## config.mk

```make
export PLATFORM = sky130hd
export DESIGN_NAME = game_monitor
export DESIGN_NICKNAME = d
export VERILOG_FILES = /design/src/source/monitor_pkg.sv /design/src/source/event_pkg.sv /design/src/source/pc_event_matcher.sv /design/src/source/write_snooper.sv /design/src/source/event_queue.sv /design/src/source/game_monitor.sv
export SDC_FILE = /design/constraint.sdc
export NUM_CORES = 1
export LEC_CHECK = 0
export BUFFER_PORTS_ARGS = -buffer_cell sky130_fd_sc_hd__buf_2
export CORE_MARGIN = 10
export CORE_UTILIZATION = 60
export DETAILED_ROUTE_END_ITERATION = 10
export GPL_TIMING_DRIVEN = 1
export PLACE_DENSITY = 0.85
export SLEW_MARGIN = 0
export SYNTH_ARGS = -nofsm -noshare
export SYNTH_HDL_FRONTEND = slang
export SYNTH_SLANG_ARGS = --single-unit
```

## constraint.sdc

```tcl
create_clock -name clk_12m -period 6.5 [get_ports clk_12m]
set_clock_uncertainty 0.2 [all_clocks]
set_input_delay 1.3 -clock clk_12m [delete_from_list [all_inputs] [get_ports clk_12m]]
set_output_delay 1.3 -clock clk_12m [all_outputs]
set_load 0.005 [all_outputs]
```

## src/source/monitor_pkg.sv

```systemverilog
/*
 * Types and widths seen on the observed CPU bus,
 * the bus cycle struct and the watched RAM addresses
 */

`default_nettype none

package monitor_pkg;

	////////////////////
	// Bus widths

	typedef logic [15:0] addr_t;
	typedef logic [7:0]  data_t;
	typedef logic [15:0] pc_t;

	// Player score, most significant byte in bits 31:24
	typedef logic [31:0] score_t;

	// Three initials, first letter in bits 23:16
	typedef logic [23:0] initials_t;

	// One observed bus cycle
	typedef struct packed {
		pc_t   pc;
		logic  new_opcode;
		addr_t addr;
		data_t data;
		logic  write;
		// Last clock of the bus cycle
		logic  cycle_end;
	} cpu_bus_t;

	////////////////////
	// Watched RAM locations

	// Player one score bytes
	localparam addr_t SCORE_ADDR_0 = 16'hBDE4;
	localparam addr_t SCORE_ADDR_1 = 16'hBDE5;
	localparam addr_t SCORE_ADDR_2 = 16'hBDE6;
	localparam addr_t SCORE_ADDR_3 = 16'hBDE7;

	localparam addr_t WAVE_ADDR = 16'hBDED;

	// High score entry, one byte per letter
	localparam addr_t INITIALS_ADDR_0 = 16'hB3EA;
	localparam addr_t INITIALS_ADDR_1 = 16'hB3EB;
	localparam addr_t INITIALS_ADDR_2 = 16'hB3EC;

endpackage

`default_nettype wire

```

## src/source/event_pkg.sv

```systemverilog
/*
 * Game event kinds, the one-hot event vector,
 * the event record and the game routine addresses
 */

`default_nettype none

package event_pkg;

	////////////////////
	// Event kinds

	// Values double as bit positions in event_vec_t
	typedef enum logic [3:0] {
		EV_BOOT            = 4'd0,
		EV_GAME_START      = 4'd1,
		EV_PLAYER_DEATH    = 4'd2,
		EV_STILL_TRYING    = 4'd3,
		EV_HUMAN_SAVED     = 4'd4,
		EV_HUMAN_KILLED    = 4'd5,
		EV_GRUNT_ELECTRODE = 4'd6,
		EV_GAME_OVER       = 4'd7,
		EV_ENFORCER_SPARK  = 4'd8,
		EV_SCORE_CHANGE    = 4'd9,
		EV_NVRAM_DUMP      = 4'd10,
		EV_WAVE_CHANGE     = 4'd11
	} event_kind_e;

	localparam int NUM_EVENTS = 12;

	// One pulse per event, never more than one bit high
	typedef logic [NUM_EVENTS-1:0] event_vec_t;

	// Payload is the new wave number for a wave change, else zero
	typedef struct packed {
		event_kind_e        kind;
		monitor_pkg::data_t payload;
	} event_rec_t;

	////////////////////
	// Routine entry points in the game program

	localparam monitor_pkg::pc_t PC_BOOT            = 16'hF000;
	localparam monitor_pkg::pc_t PC_GAME_START      = 16'h276C;
	localparam monitor_pkg::pc_t PC_PLAYER_DEATH    = 16'h30FE;
	localparam monitor_pkg::pc_t PC_STILL_TRYING    = 16'h3130;
	localparam monitor_pkg::pc_t PC_HUMAN_SAVED     = 16'h036A;
	localparam monitor_pkg::pc_t PC_HUMAN_KILLED    = 16'h03A2;
	localparam monitor_pkg::pc_t PC_GRUNT_ELECTRODE = 16'h3AA9;
	localparam monitor_pkg::pc_t PC_GAME_OVER       = 16'h3112;
	localparam monitor_pkg::pc_t PC_ENFORCER_SPARK  = 16'h147E;
	// Score redraw about to happen
	localparam monitor_pkg::pc_t PC_SCORE_CHANGE    = 16'hDC11;
	localparam monitor_pkg::pc_t PC_NVRAM_DUMP      = 16'hE727;

endpackage

`default_nettype wire

```

## src/source/pc_event_matcher.sv

```systemverilog
/*
 * Routine event matcher: compares the program counter
 * against the routine table on each opcode fetch
 */

`default_nettype none

module pc_event_matcher (
	input  logic                  clk_12m,
	input  logic                  rst,
	input  monitor_pkg::cpu_bus_t bus_i,
	output event_pkg::event_vec_t pc_events_o
);

	event_pkg::event_vec_t pc_match;
	logic                  fetch_done;

	// Opcode fetch that completes on this clock
	assign fetch_done = bus_i.cycle_end && bus_i.new_opcode;

	////////////////////
	// Address compare

	always_comb begin
		pc_match = '0;
		pc_match[event_pkg::EV_BOOT]            = bus_i.pc == event_pkg::PC_BOOT;
		pc_match[event_pkg::EV_GAME_START]      = bus_i.pc == event_pkg::PC_GAME_START;
		pc_match[event_pkg::EV_PLAYER_DEATH]    = bus_i.pc == event_pkg::PC_PLAYER_DEATH;
		pc_match[event_pkg::EV_STILL_TRYING]    = bus_i.pc == event_pkg::PC_STILL_TRYING;
		pc_match[event_pkg::EV_HUMAN_SAVED]     = bus_i.pc == event_pkg::PC_HUMAN_SAVED;
		pc_match[event_pkg::EV_HUMAN_KILLED]    = bus_i.pc == event_pkg::PC_HUMAN_KILLED;
		pc_match[event_pkg::EV_GRUNT_ELECTRODE] = bus_i.pc == event_pkg::PC_GRUNT_ELECTRODE;
		pc_match[event_pkg::EV_GAME_OVER]       = bus_i.pc == event_pkg::PC_GAME_OVER;
		pc_match[event_pkg::EV_ENFORCER_SPARK]  = bus_i.pc == event_pkg::PC_ENFORCER_SPARK;
		pc_match[event_pkg::EV_SCORE_CHANGE]    = bus_i.pc == event_pkg::PC_SCORE_CHANGE;
		pc_match[event_pkg::EV_NVRAM_DUMP]      = bus_i.pc == event_pkg::PC_NVRAM_DUMP;
		// Wave changes come from RAM writes, not from the PC
	end

	// Single clock pulse after the fetch
	always_ff @(posedge clk_12m) begin
		if (rst) begin
			pc_events_o <= '0;
		end else if (fetch_done) begin
			pc_events_o <= pc_match;
		end else begin
			pc_events_o <= '0;
		end
	end

	////////////////////
	// Checks

	// Routine table entries must be distinct so a fetch hits at most one
	a_pc_events_onehot: assert property (
		@(posedge clk_12m) disable iff (rst)
		$onehot0(pc_events_o)
	) else $error("pc event vector has more than one bit set");

endmodule

`default_nettype wire

```

## src/source/write_snooper.sv

```systemverilog
/*
 * Write snooper: captures score, wave and initials from
 * CPU writes and merges the wave event into the event vector
 */

`default_nettype none

module write_snooper (
	input  logic                   clk_12m,
	input  logic                   rst,
	input  monitor_pkg::cpu_bus_t  bus_i,
	input  event_pkg::event_vec_t  pc_events_i,
	output event_pkg::event_vec_t  events_o,
	output monitor_pkg::score_t    score_o,
	output monitor_pkg::data_t     wave_o,
	output monitor_pkg::initials_t initials_o
);

	logic write_done;
	logic wave_pulse;

	// Completed CPU write
	assign write_done = bus_i.cycle_end && bus_i.write;

	////////////////////
	// Score capture

	always_ff @(posedge clk_12m) begin
		if (rst) begin
			score_o <= '0;
		end else if (write_done) begin
			case (bus_i.addr)
				monitor_pkg::SCORE_ADDR_0: score_o[31:24] <= bus_i.data;
				monitor_pkg::SCORE_ADDR_1: score_o[23:16] <= bus_i.data;
				monitor_pkg::SCORE_ADDR_2: score_o[15:8]  <= bus_i.data;
				monitor_pkg::SCORE_ADDR_3: score_o[7:0]   <= bus_i.data;
				default: ;
			endcase
		end
	end

	////////////////////
	// Wave number

	always_ff @(posedge clk_12m) begin
		if (rst) begin
			wave_o     <= '0;
			wave_pulse <= 1'b0;
		end else begin
			wave_pulse <= write_done && (bus_i.addr == monitor_pkg::WAVE_ADDR);
			if (write_done && (bus_i.addr == monitor_pkg::WAVE_ADDR)) begin
				wave_o <= bus_i.data;
			end
		end
	end

	////////////////////
	// High score initials

	// Cleared at game start so an empty entry reads as zero
	always_ff @(posedge clk_12m) begin
		if (rst) begin
			initials_o <= '0;
		end else if (pc_events_i[event_pkg::EV_GAME_START]) begin
			initials_o <= '0;
		end else if (write_done) begin
			case (bus_i.addr)
				monitor_pkg::INITIALS_ADDR_0: initials_o[23:16] <= bus_i.data;
				monitor_pkg::INITIALS_ADDR_1: initials_o[15:8]  <= bus_i.data;
				monitor_pkg::INITIALS_ADDR_2: initials_o[7:0]   <= bus_i.data;
				default: ;
			endcase
		end
	end

	// Wave pulse lines up with the PC events, both one clock after cycle_end
	always_comb begin
		events_o = pc_events_i;
		events_o[event_pkg::EV_WAVE_CHANGE] = pc_events_i[event_pkg::EV_WAVE_CHANGE] | wave_pulse;
	end

	// A fetch is a read, so the two event sources never collide
	a_no_write_fetch: assert property (
		@(posedge clk_12m) disable iff (rst)
		bus_i.cycle_end |-> !(bus_i.write && bus_i.new_opcode)
	) else $error("bus cycle marked as both write and opcode fetch");

endmodule

`default_nettype wire

```

## src/source/event_queue.sv

```systemverilog
/*
 * Event record queue: encodes event pulses into records,
 * buffers them and hands them to the host over req/ack
 */

`default_nettype none

module event_queue #(
	parameter int QUEUE_DEPTH = 8
) (
	input  logic                  clk_12m,
	input  logic                  rst,
	input  event_pkg::event_vec_t events_i,
	input  monitor_pkg::data_t    wave_i,
	output event_pkg::event_rec_t rec_o,
	output logic                  req_o,
	input  logic                  ack_i,
	output logic                  overflow_o
);

	localparam int PTR_W = (QUEUE_DEPTH > 1) ? $clog2(QUEUE_DEPTH) : 1;
	localparam int CNT_W = $clog2(QUEUE_DEPTH + 1);

	typedef enum logic [1:0] {
		DS_IDLE,
		DS_REQ,
		DS_RELEASE
	} deliver_state_e;

	event_pkg::event_rec_t mem [QUEUE_DEPTH];
	event_pkg::event_rec_t new_rec;
	logic [PTR_W-1:0]      wr_ptr;
	logic [PTR_W-1:0]      rd_ptr;
	logic [CNT_W-1:0]      count;
	logic                  push;
	logic                  full;
	logic                  pop;
	deliver_state_e        state;

	////////////////////
	// Record encode

	always_comb begin
		new_rec.kind = event_pkg::EV_BOOT;
		for (int i = 0; i < event_pkg::NUM_EVENTS; i++) begin
			if (events_i[i]) begin
				new_rec.kind = event_pkg::event_kind_e'(4'(i));
			end
		end
		new_rec.payload = events_i[event_pkg::EV_WAVE_CHANGE] ? wave_i : '0;
	end

	assign push = |events_i;
	assign full = count == CNT_W'(QUEUE_DEPTH);
	// Head entry is freed only once the host has dropped ack
	assign pop = (state == DS_RELEASE) && !ack_i;

	////////////////////
	// Circular buffer

	always_ff @(posedge clk_12m) begin
		if (push && !full) begin
			mem[wr_ptr] <= new_rec;
		end
	end

	always_ff @(posedge clk_12m) begin
		if (rst) begin
			wr_ptr     <= '0;
			rd_ptr     <= '0;
			count      <= '0;
			overflow_o <= 1'b0;
		end else begin
			if (push && !full) begin
				wr_ptr <= (wr_ptr == PTR_W'(QUEUE_DEPTH - 1)) ? '0 : wr_ptr + 1'b1;
			end
			if (pop) begin
				rd_ptr <= (rd_ptr == PTR_W'(QUEUE_DEPTH - 1)) ? '0 : rd_ptr + 1'b1;
			end
			count <= count + CNT_W'(push && !full) - CNT_W'(pop);
			// Sticky until reset
			if (push && full) begin
				overflow_o <= 1'b1;
			end
		end
	end

	assign rec_o = mem[rd_ptr];

	////////////////////
	// Delivery FSM

	always_ff @(posedge clk_12m) begin
		if (rst) begin
			state <= DS_IDLE;
			req_o <= 1'b0;
		end else begin
			case (state)
				DS_IDLE: begin
					if ((count != '0) && !ack_i) begin
						req_o <= 1'b1;
						state <= DS_REQ;
					end
				end
				DS_REQ: begin
					if (ack_i) begin
						req_o <= 1'b0;
						state <= DS_RELEASE;
					end
				end
				DS_RELEASE: begin
					if (!ack_i) begin
						state <= DS_IDLE;
					end
				end
				default: begin
					req_o <= 1'b0;
					state <= DS_IDLE;
				end
			endcase
		end
	end

	////////////////////
	// Handshake checks

	a_rec_stable: assert property (
		@(posedge clk_12m) disable iff (rst)
		($past(req_o) && req_o) |-> $stable(rec_o)
	) else $error("record changed while req was high");

	a_req_after_ack_low: assert property (
		@(posedge clk_12m) disable iff (rst)
		$rose(req_o) |-> !$past(ack_i)
	) else $error("req raised while ack was still high");

endmodule

`default_nettype wire

```

## src/source/game_monitor.sv

```systemverilog
/*
 * Game monitor top level: routine event matcher,
 * write snooper and the event record queue
 */

`default_nettype none

module game_monitor #(
	parameter int QUEUE_DEPTH = 8
) (
	input  logic                   clk_12m,
	input  logic                   rst,
	input  monitor_pkg::cpu_bus_t  bus_i,
	output event_pkg::event_vec_t  events_o,
	output monitor_pkg::score_t    score_o,
	output monitor_pkg::data_t     wave_o,
	output monitor_pkg::initials_t initials_o,
	output event_pkg::event_rec_t  rec_o,
	output logic                   req_o,
	input  logic                   ack_i,
	output logic                   overflow_o
);

	event_pkg::event_vec_t pc_events;

	////////////////////
	// Program counter watch

	pc_event_matcher u_pc_event_matcher (
		.clk_12m     (clk_12m),
		.rst         (rst),
		.bus_i       (bus_i),
		.pc_events_o (pc_events)
	);

	////////////////////
	// RAM write capture

	write_snooper u_write_snooper (
		.clk_12m     (clk_12m),
		.rst         (rst),
		.bus_i       (bus_i),
		.pc_events_i (pc_events),
		.events_o    (events_o),
		.score_o     (score_o),
		.wave_o      (wave_o),
		.initials_o  (initials_o)
	);

	////////////////////
	// Host event log

	event_queue #(
		.QUEUE_DEPTH (QUEUE_DEPTH)
	) u_event_queue (
		.clk_12m    (clk_12m),
		.rst        (rst),
		.events_i   (events_o),
		.wave_i     (wave_o),
		.rec_o      (rec_o),
		.req_o      (req_o),
		.ack_i      (ack_i),
		.overflow_o (overflow_o)
	);

endmodule

`default_nettype wire

```

== Word-level counts from Yosys, hierarchy flattened ==
Memory sizes are Yosys's and may differ from the RTL's. A register that Yosys moved wholly into a read port is not among the register bits.
Cells that the tools add are included.
Word-level totals
  input bits: 46
  register bits: 91
  memories kept: 1
  bits in writable memories: 96
  logic and storage cells: 100
  output and inout port bits: 90
Cells by class
  multiplexer cells: 25
  add/sub/neg operators: 4
  reductions and logical operators: 23
  eq/ne operators: 27
  bitwise operators: 3
Memory list
  u_event_queue.mem: depth 8, width 12, rd ports 1, clocked after Yosys merged registers in 1, wr ports 1, RTL line event_queue.sv:30  | event_pkg::event_rec_t mem [QUEUE_DEPTH];
Operator list (number)
  16-bit equality test (second input constant): 11
  16-bit by 14-bit equality test with 1-bit output (second input constant): 5
  16-bit by 10-bit equality test with 1-bit output (second input constant): 2
  3-bit two-way mux: 8
  16-bit by 13-bit equality test with 1-bit output (second input constant): 1
  4-bit two-way mux: 4
  2-bit AND reduction: 7
  12-bit OR reduction: 1
  2-bit two-way mux: 5
  8-bit two-way mux: 1
  1-bit logical AND: 7
  3-bit by 1-bit adder with 3-bit output (second input constant): 2
  3-bit equality test (second input constant): 2
  2-bit one-hot mux with 3 select lines: 1
  3-bit AND reduction: 2
  1-bit two-way mux: 5
  4-bit by 1-bit adder with 4-bit output: 1
  4-bit equality test (second input constant): 1
  2-bit != test (second input constant): 2
  4-bit nonzero test: 1
  2-bit OR reduction: 2
  4-bit by 1-bit subtractor with 4-bit output: 1
  1-bit one-hot mux with 3 select lines: 1
  2-bit by 1-bit equality test with 1-bit output (second input constant): 1
  other kinds (6): 8

== Longest topological paths before layout ==
Gate-level depths: netlist of run 1.
  depth after elaboration: 11
  depth in mapped cells: 10
  depth with buffers taken out: 9

== Modules after synthesis ==
Synthesis of run 1 repeated with hierarchy kept, for this count alone.
Unflattened totals
  cells, all modules: 573
  area, all modules: 7993.9 um^2
Modules (own cells, without submodules)
  event_queue: sequential area each 3223.1 um^2, cells an instance 250, times used 1, area an instance 4675.7 um^2
  write_snooper: sequential area each 1301.2 um^2, cells an instance 259, times used 1, area an instance 2767.7 um^2
  pc_event_matcher: sequential area each 220.2 um^2, cells an instance 64, times used 1, area an instance 550.5 um^2

== Least setup slack after synthesis of run 1 ==
No wires, ideal clock.
  kind: register to output
  start point: reg (tool-made name)
  end point: out rec_o[0] (netlist name)
  stages on the path, launching flop included: 5
  data required time: 5.000 ns
  arrival: 1.558 ns
  buffers on the path: 2
  path slack: 3.442 ns
  path through: dfxtp_1 buf_2 buf_2 mux4_2 mux2_2
RTL lines
  to (decl): RTL line game_monitor.sv:18  | output event_pkg::event_rec_t rec_o,

==> results of run 1 <==
[sequential cells by signal, indices dropped and copies added (netlist names), named ones only]
| name | flops |
|---|---|
| u_event_queue.count | 4 |
| u_event_queue.mem | 96 |
| u_event_queue.overflow_o | 1 |
| u_event_queue.rd_ptr | 3 |
| u_event_queue.req_o | 1 |
| u_event_queue.state | 2 |
| u_event_queue.wr_ptr | 3 |
| u_pc_event_matcher.pc_events_o | 11 |
| u_write_snooper.initials_o | 24 |
| u_write_snooper.score_o | 32 |
| u_write_snooper.wave_o | 8 |
| u_write_snooper.wave_pulse | 1 |
[power breakdown]
group	total, uW	switching [uW]	leakage, uW	internal (uW)
clock network	1030	456	0.000293	577
registers	1250	5.07	0.00175	1250
logic	92.7	50.5	0.00197	42.2
[cell usage after synthesis (all sizes together) (2+ instances only)]
| cell | number |
|---|---|
| and3b | 2 |
| inv | 12 |
| nor2 | 25 |
| nand4 | 4 |
| nand2b | 50 |
| buf | 10 |
| nor4b | 6 |
| a21oi | 7 |
| mux2i | 66 |
| mux4 | 24 |
| nor2b | 5 |
| ha | 10 |
| nand3b | 5 |
| nor3 | 7 |
| and2 | 8 |
| dfxtp | 93 |
| xnor2 | 3 |
| and3 | 2 |
| mux2 | 12 |
| or3 | 2 |
| clkbuf | 15 |
| edfxtp | 96 |
| nor3b | 7 |
| nand2 | 50 |
| nor4 | 12 |
| nand3 | 6 |
| nand4b | 5 |
| or4 | 3 |
[cells in the final DEF (no fill, tap or decap), drive strengths merged, types with 2 or more instances in the layout]
| master | Yosys | layout |
|---|---|---|
| a21oi | 7 | 7 |
| and3b | 2 | 2 |
| and2 | 8 | 8 |
| nor4 | 12 | 12 |
| clkinv | 0 | 2 |
| nor2b | 5 | 5 |
| nor3b | 7 | 7 |
| nand4b | 5 | 5 |
| dfxtp | 93 | 93 |
| and3 | 2 | 2 |
| clkinvlp | 0 | 2 |
| or3 | 2 | 2 |
| mux4 | 24 | 24 |
| buf | 10 | 142 |
| or4 | 3 | 3 |
| nor3 | 7 | 7 |
| inv | 12 | 20 |
| nand3 | 6 | 6 |
| mux2 | 12 | 12 |
| ha | 10 | 10 |
| nor2 | 25 | 25 |
| bufinv | 0 | 2 |
| clkbuf | 15 | 18 |
| edfxtp | 96 | 96 |
| xnor2 | 3 | 3 |
| nand4 | 4 | 4 |
| nand3b | 5 | 5 |
| nor4b | 6 | 6 |
| nand2 | 50 | 50 |
| nand2b | 50 | 50 |
| mux2i | 66 | 66 |
[area by class of cell]
class	count	area share [%]
clock buffer	18	4.90
clock inverter	14	1.54
inverter	12	0.490
multi-input combinational	334	31.1
sequential	189	51.6
tap	172	2.34
timing repair buffer	142	7.93
[per-layer routing]
metal	GRT usage, %	up-vias	share of wire [%]
li1	-	2327	-
met1	23.1	2424	39
met2	33.9	189	50
met3	7.97	16	9.2
met4	6.35	0	1.1
met5	0	-	0
[critical path: cells and delay by family (launching register included)]
kind / cells / cell delay (ns)
buf+inv: 1 / 0.13
mux: 2 / 0.72
flops: 1 / 1.01
[path summary, 6_finish.rpt]
path / cells after the start / start / end / slack [ns]
worst max-delay path: 3 / flip-flop / rec_o[1] / 2.70
worst min-delay path: 2 / u_write_snooper.initials_o[2]$_SDFFE_PP0P_ / u_write_snooper.initials_o[2]$_SDFFE_PP0P_ / 0.27
worst max register to register: 7 / u_pc_event_matcher.pc_events_o[5]$_SDFF_PP0_ / u_event_queue.count[2]$_SDFF_PP0_ / 3.45
worst min register to register: 2 / u_write_snooper.initials_o[2]$_SDFFE_PP0P_ / u_write_snooper.initials_o[2]$_SDFFE_PP0P_ / 0.27
[through the flow]
step	hold WS [ns]	util (%)
after global placement	0.241	68.1
after CTS	0.264	72.8
after global routing	0.294	72.8
after floorplan	0.251	-
final	0.267	72.8
after detailed placement	0.248	68.1
[cell families (layout without fill, tap and decap cells)]
| family | Yosys count | after routing |
|---|---|---|
| compound gates | 15 | 15 |
| mux | 102 | 102 |
| simple gates | 203 | 203 |
| xor+xnor | 3 | 3 |
| buf+inv | 37 | 186 |
| fa+ha+maj | 11 | 11 |
| flops | 189 | 189 |
==> results.txt, run 1 <==
* Share of the clock period used by the worst path: 58.4%
* Sequential cell area: 4740 um^2
- Final critical delay including setup and external delays: 3.80 ns
- Number of failing hold endpoints at the final stage: 0
- After routing, the total negative slack on setup checks comes to 0 ns.
- After synthesis, the share of cell area in mux cells is 17.3%.
- Headroom to the max-slew limit: 23.3%
- Layout cells sized above 1: 32.3%
- Top cells by area in the synthesized netlist: sky130_fd_sc_hd__edfxtp_1 37%, sky130_fd_sc_hd__dfxtp_1 24%, sky130_fd_sc_hd__mux2i_1 8.6%
- Die Ht: 133 um
* Ys flop type: sky130_fd_sc_hd__edfxtp_1
- Clock latency reported for the late side of the worst-skew pair: 0.42 ns
* Post-synth EDFFs: 96
- In the final routed layout, each cell accounts on average for 20.1 um.
* Area occupied by multi-input gates: 2860 um^2
* Number of cells produced by synthesis: 560
- Once placement finished, the instance area stood at 8590 um^2.
* Post-synthesis compound-gate area fraction: 1.25%
- Max-slew violation count: 0
* Die Wd: 133 um
- Starting density of the core: 61.2%
- STA classifies the critical path endpoint as a primary output.
* Number of top-level pins: 136
- Summing the areas of all xor and xnor instances in the mapped netlist gives 0.340% of the synthesized area.
* Final count of negative-setup-slack endpoints: 0
* Post-synthesis adder-cell area fraction: 1.88%
- The count of buffers added on input and output ports is 135.
* Post-detail-place hpwl: 12.6 mm
- The critical path goes through mux4_2 -> mux2_2 -> buf_2.
- Outcome: finished, final reports clean
* First-pass GRT wire length: 28.5 mm
- For the pin with the worst max-slew slack, the measured transition is 1.15 ns.
- Gp weighted congestion: 0.872
- Count of clock tree sinks: 189
* FP Rows: 41
* Pwr/cell area: 259 nW/um^2
- Power comes to 2380 uW.
- When the netlist entered floorplanning its net count stood at 617.
* CORE AREA: 12600 um^2
- Main combinational cell family by area after synthesis: multiplexers
- Worst vdd ir: 0.161 mV
- Simple-gate area share of the yosys netlist: 15.7%
- The Yosys step of the flow raised 0 warnings.
* Worst slack at placement: 3.06 ns
- Unrepaired setup endpoints after global routing: false
* Count of placed standard cells in the final layout, fillers left out: 881
* Required arrival time at the worst endpoint: 5.00 ns
- Relative to the synthesized area, the layout overhead comes to 18.9%.
- Post-CTS Resized: 0
- Entering global routing, the biggest net connects 67 pins.
- After clock tree synthesis, the clock-pin slew on the worst setup and hold paths is 0.06 ns.
- For this run, the total global-route usage over all layers was measured as 20.2%.
- Setup slack on the critical path of the routed design comes to 2.70 ns.
* Post-synth design cell area: 7730 um^2
- The slowest stage of the critical path belongs to the cell sky130_fd_sc_hd__dfxtp_1.
- Maximum frequency from static timing analysis: 263 MHz
- TritonCTS built the clock tree.
- Pre-antenna DRT Iters: 4
* Max-Cap Viols: 0
- After synthesis, the largest area contributor takes up 37.3% of total cell area.
- Remaining antenna violation count: 0
- The number of global-route vias before repair came to 5299.
- Total number of H-tree levels: 4
* Floorplan die area: 17800 um^2
- Total instance count after detailed placement: 849
- Crit path max fanout: 24
* Flip-flop and latch count after synthesis: 189
- Nature of the critical path startpoint: flip-flop
- The synthesized netlist contains 51 unique library cells.
- Iteration-0 DRC Markers: 315
- Detailed Route WL: 17.7 mm
* Category of the critical setup timing path: reg2out
- Delay of the slowest critical-path stage: 1.01 ns
- Clk buf depth: 2
* Total global routing overflow: 0
- Final-layout fill cell count: 886
- The number of clock buffers added by TritonCTS is 17.
- The finished cells cover 9190 um^2.
- After synthesis, the share of flip-flops with an asynchronous set or reset is 0%.
- Arrival time reported for the critical path endpoint: 2.30 ns
- The initial antenna violation count came to 0.
- The root buffer cell chosen for the clock tree is sky130_fd_sc_hd__clkbuf_16.
* Residual DRC count: 0
* Routed vias: 4956
- Cell type with the highest aggregate area in the netlist: sky130_fd_sc_hd__edfxtp_1
- In this run the static leakage power is 0.00402 uW.
- The path class of the tightest hold or removal check is reg2reg.
* Mean instance size in the synthesized netlist: 13.8 um^2
- The number of antenna diodes in the final layout is 0.
* Setup fix buffers added after clock tree synthesis: 0
* Post-CTS Hold Buffers: 0
- NumNets Final: 753
* Sequential cell area fraction in the yosys report: 61.4%
* Vias per std cell: 5.63
(Power assumes the default switching activity.)
==> run 2: changes to the inputs <==
Settings changed: CORE_UTILIZATION 60 to 50, PLACE_DENSITY 0.85 to 0.75.
Clock period 6.5 ns to 3.4 ns, I/O delays scaled along.
==> run 2 against run 1 <==
Worst setup slack lost 2.3 ns. Sequential power grew 91%. Routed wire length rose by 2.1%. Sequential share of layout area fell by 0.36 points. Core utilization fell by 12 points. Clock-buffer cell count rose by 5. Die area increased by 17%. Register-to-register slack lost 3.0 ns. Critical path type unchanged. Largest cell class unchanged.
==> results.txt, run 2 (synthesis results as in run 1) <==
- Port buffering added 135 buffers.
- TritonCTS created 17 clock buffers.
- Register containing the most flip-flops in the final layout: u_event_queue.mem
- For this run the aggregate overflow at the end of global routing stands at 0.
- The worst path in the final design needs a cycle of 3.04 ns, including I/O delays and setup.
* Initial antenna violation count: 0
* Post-detail-place hpwl: 12.8 mm
* Post-CTS Resized: 0
* Clock latency reported for the late side of the worst-skew pair: 0.43 ns
- Routed vias: 4938
- Final count of negative-setup-slack endpoints: 0
* Worst slack at placement: 0.577 ns
- Max-slew violation count: 0
- Iteration-0 DRC Markers: 248
- Number of top-level pins: 136
* CORE AREA: 15100 um^2
- In this run the remaining antenna-violating nets after routing total 0.
- Post-route core utilization: 61.1%
* Crit path max fanout: 24
- Setup repair after global routing left no endpoint under its margin.
- Routability-driven placement finished with a final weighted congestion of 0.874.
* Slowest CP cell: sky130_fd_sc_hd__mux4_2
- 0 antenna diodes ended up in the layout.
- Headroom to the max-slew limit: 21.0%
- Floorplan die area: 20800 um^2
* Pre-antenna DRT Iters: 4
- The number of global-route vias before repair was 5387.
* GRT Util Overall: 18.1%
* Starting density of the core: 51.0%
* FP Rows: 45
* Nature of the critical path startpoint: flip-flop
* Biggest registers after layout: u_event_queue.mem (96), u_write_snooper.score_o (32), u_write_snooper.initials_o (24)
* Most common library cell in the layout ignoring fill and taps: sky130_fd_sc_hd__buf_2
- The final critical path takes up 89.5% of the cycle.
- Arrival time reported for the critical path endpoint: 2.16 ns
* Delay of the slowest critical-path stage: 0.57 ns
- Worst setup slack after layout: 0.358 ns
- Summed over all layers, the routed wires come to 18.1 mm.
- Worst hold path class: reg2reg
* Cells traversed along the worst timing path: buf_4 -> mux4_2 -> mux2_2 -> buf_2
* Clk buf depth: 2
- P_leak: 0.00390 uW
- CTS built an H-tree with a depth of 4.
- The register with the most flip-flops in the layout has 96 of them.
- After clock tree synthesis, the clock-pin slew on the worst setup and hold paths is 0.06 ns.
* Die Ht: 144 um
- First-pass GRT wire length: 28.9 mm
* Number of failing hold endpoints at the final stage: 0
- The worst-case IR drop observed on VDD is 0.435 mV.
- Static timing analysis puts the maximum clock frequency at 329 MHz.
- Summing all multi-input logic gate instances after layout gives 2840 um^2.
- Die Wd: 144 um
- Outcome: finished, final reports clean
- Syn-to-layout area delta: 19.7%
- Routed length per placed instance: 20.0 um
- Max-cap violations in this run came to 0.
- Pwr/cell area: 499 nW/um^2
- Setup fix buffers added after clock tree synthesis: 0
* Worst Tran Pin Value: 1.18 ns
* Layout cells sized above 1: 32.5%
- Count of clock tree sinks: 189
- Entering global routing, the biggest net connects 50 pins.
* Required arrival time at the worst endpoint: 2.52 ns
- The root buffer cell chosen for the clock tree is sky130_fd_sc_hd__clkbuf_16.
- The library cells used most frequently in the layout, excluding fill and tap cells, are 135 x sky130_fd_sc_hd__buf_2, 96 x sky130_fd_sc_hd__edfxtp_1, 93 x sky130_fd_sc_hd__dfxtp_1, 66 x sky130_fd_sc_hd__mux2i_1, 50 x sky130_fd_sc_hd__nand2b_1.
* Category of the critical setup timing path: reg2out
* TritonCTS clock tree: built
- In the final layout, flip-flops and latches occupy 4740 um^2.
- STA classifies the critical path endpoint as a primary output.
- After routing, the total negative slack on setup checks comes to 0 ns.
* Final-layout fill cell count: 1185
* NumNets Final: 757
* Design Power: 4620 uW
* Post-CTS Hold Buffers: 0
- Using the TritonRoute via totals, the vias-per-cell ratio works out to 5.48.
- Residual DRC count: 0
## run 2: changes by cell type in the layout (fill, tap and decap cells not counted), moves of 2 or more
cell,change
sky130_fd_sc_hd__inv_6,-6
sky130_fd_sc_hd__buf_4,+4
sky130_fd_sc_hd__nor4b_4,-2
sky130_fd_sc_hd__clkinv_2,+3
sky130_fd_sc_hd__nor4b_2,+2
sky130_fd_sc_hd__clkbuf_8,+3
## run 2: final timing paths
check | from | end | slack [ns] | depth (start not counted)
min reg2reg | u_write_snooper.initials_o[0]$_SDFFE_PP0P_ | u_write_snooper.initials_o[0]$_SDFFE_PP0P_ | 0.26 | 2
max | flip-flop | rec_o[1] | 0.36 | 4
max reg2reg | u_write_snooper.wave_pulse$_SDFF_PP0_ | u_event_queue.count[1]$_SDFF_PP0_ | 0.48 | 6
min | u_write_snooper.initials_o[0]$_SDFFE_PP0P_ | u_write_snooper.initials_o[0]$_SDFFE_PP0P_ | 0.26 | 2
## run 2: layout make-up
| cell class | instances | share of cell area (%) |
|---|---|---|
| Sequential cell | 189 | 51.3 |
| Inverter | 12 | 0.487 |
| Tap cell | 188 | 2.54 |
| Timing Repair Buffer | 146 | 8.20 |
| Clock buffer | 23 | 5.63 |
| Multi-Input combinational cell | 334 | 30.7 |
| Clock inverter | 9 | 1.11 |
## run 2: per-layer routing
metal	GRT usage, %	wire, um
met1	21.3	7390
met2	29.7	8900
met3	7.28	1480
met5	0	0
met4	5.32	289
## run 2: worst max-delay path, delay by kind of cell (launching register included)
kind     cells  cell delay [ns]
mux          2             0.87
flops        1             0.31
buf+inv      2             0.54
## run 2: where the power goes
part           internal, uW  total (uW)  switching (uW)
combinational          82.1         184             101
sequential             2380        2390            9.11
clock                  1230        2040             812
total                  3690        4620             923
## run 2: metrics by stage
step | cells | instance area (um^2) | hold slack, ns
floorplan | 560 | 7730 | 0.251
global placement | 869 | 8630 | 0.242
detailed placement | 869 | 8630 | 0.245
CTS | 901 | 9250 | 0.257
global route | 901 | 9250 | 0.259
finish | 901 | 9250 | 0.259
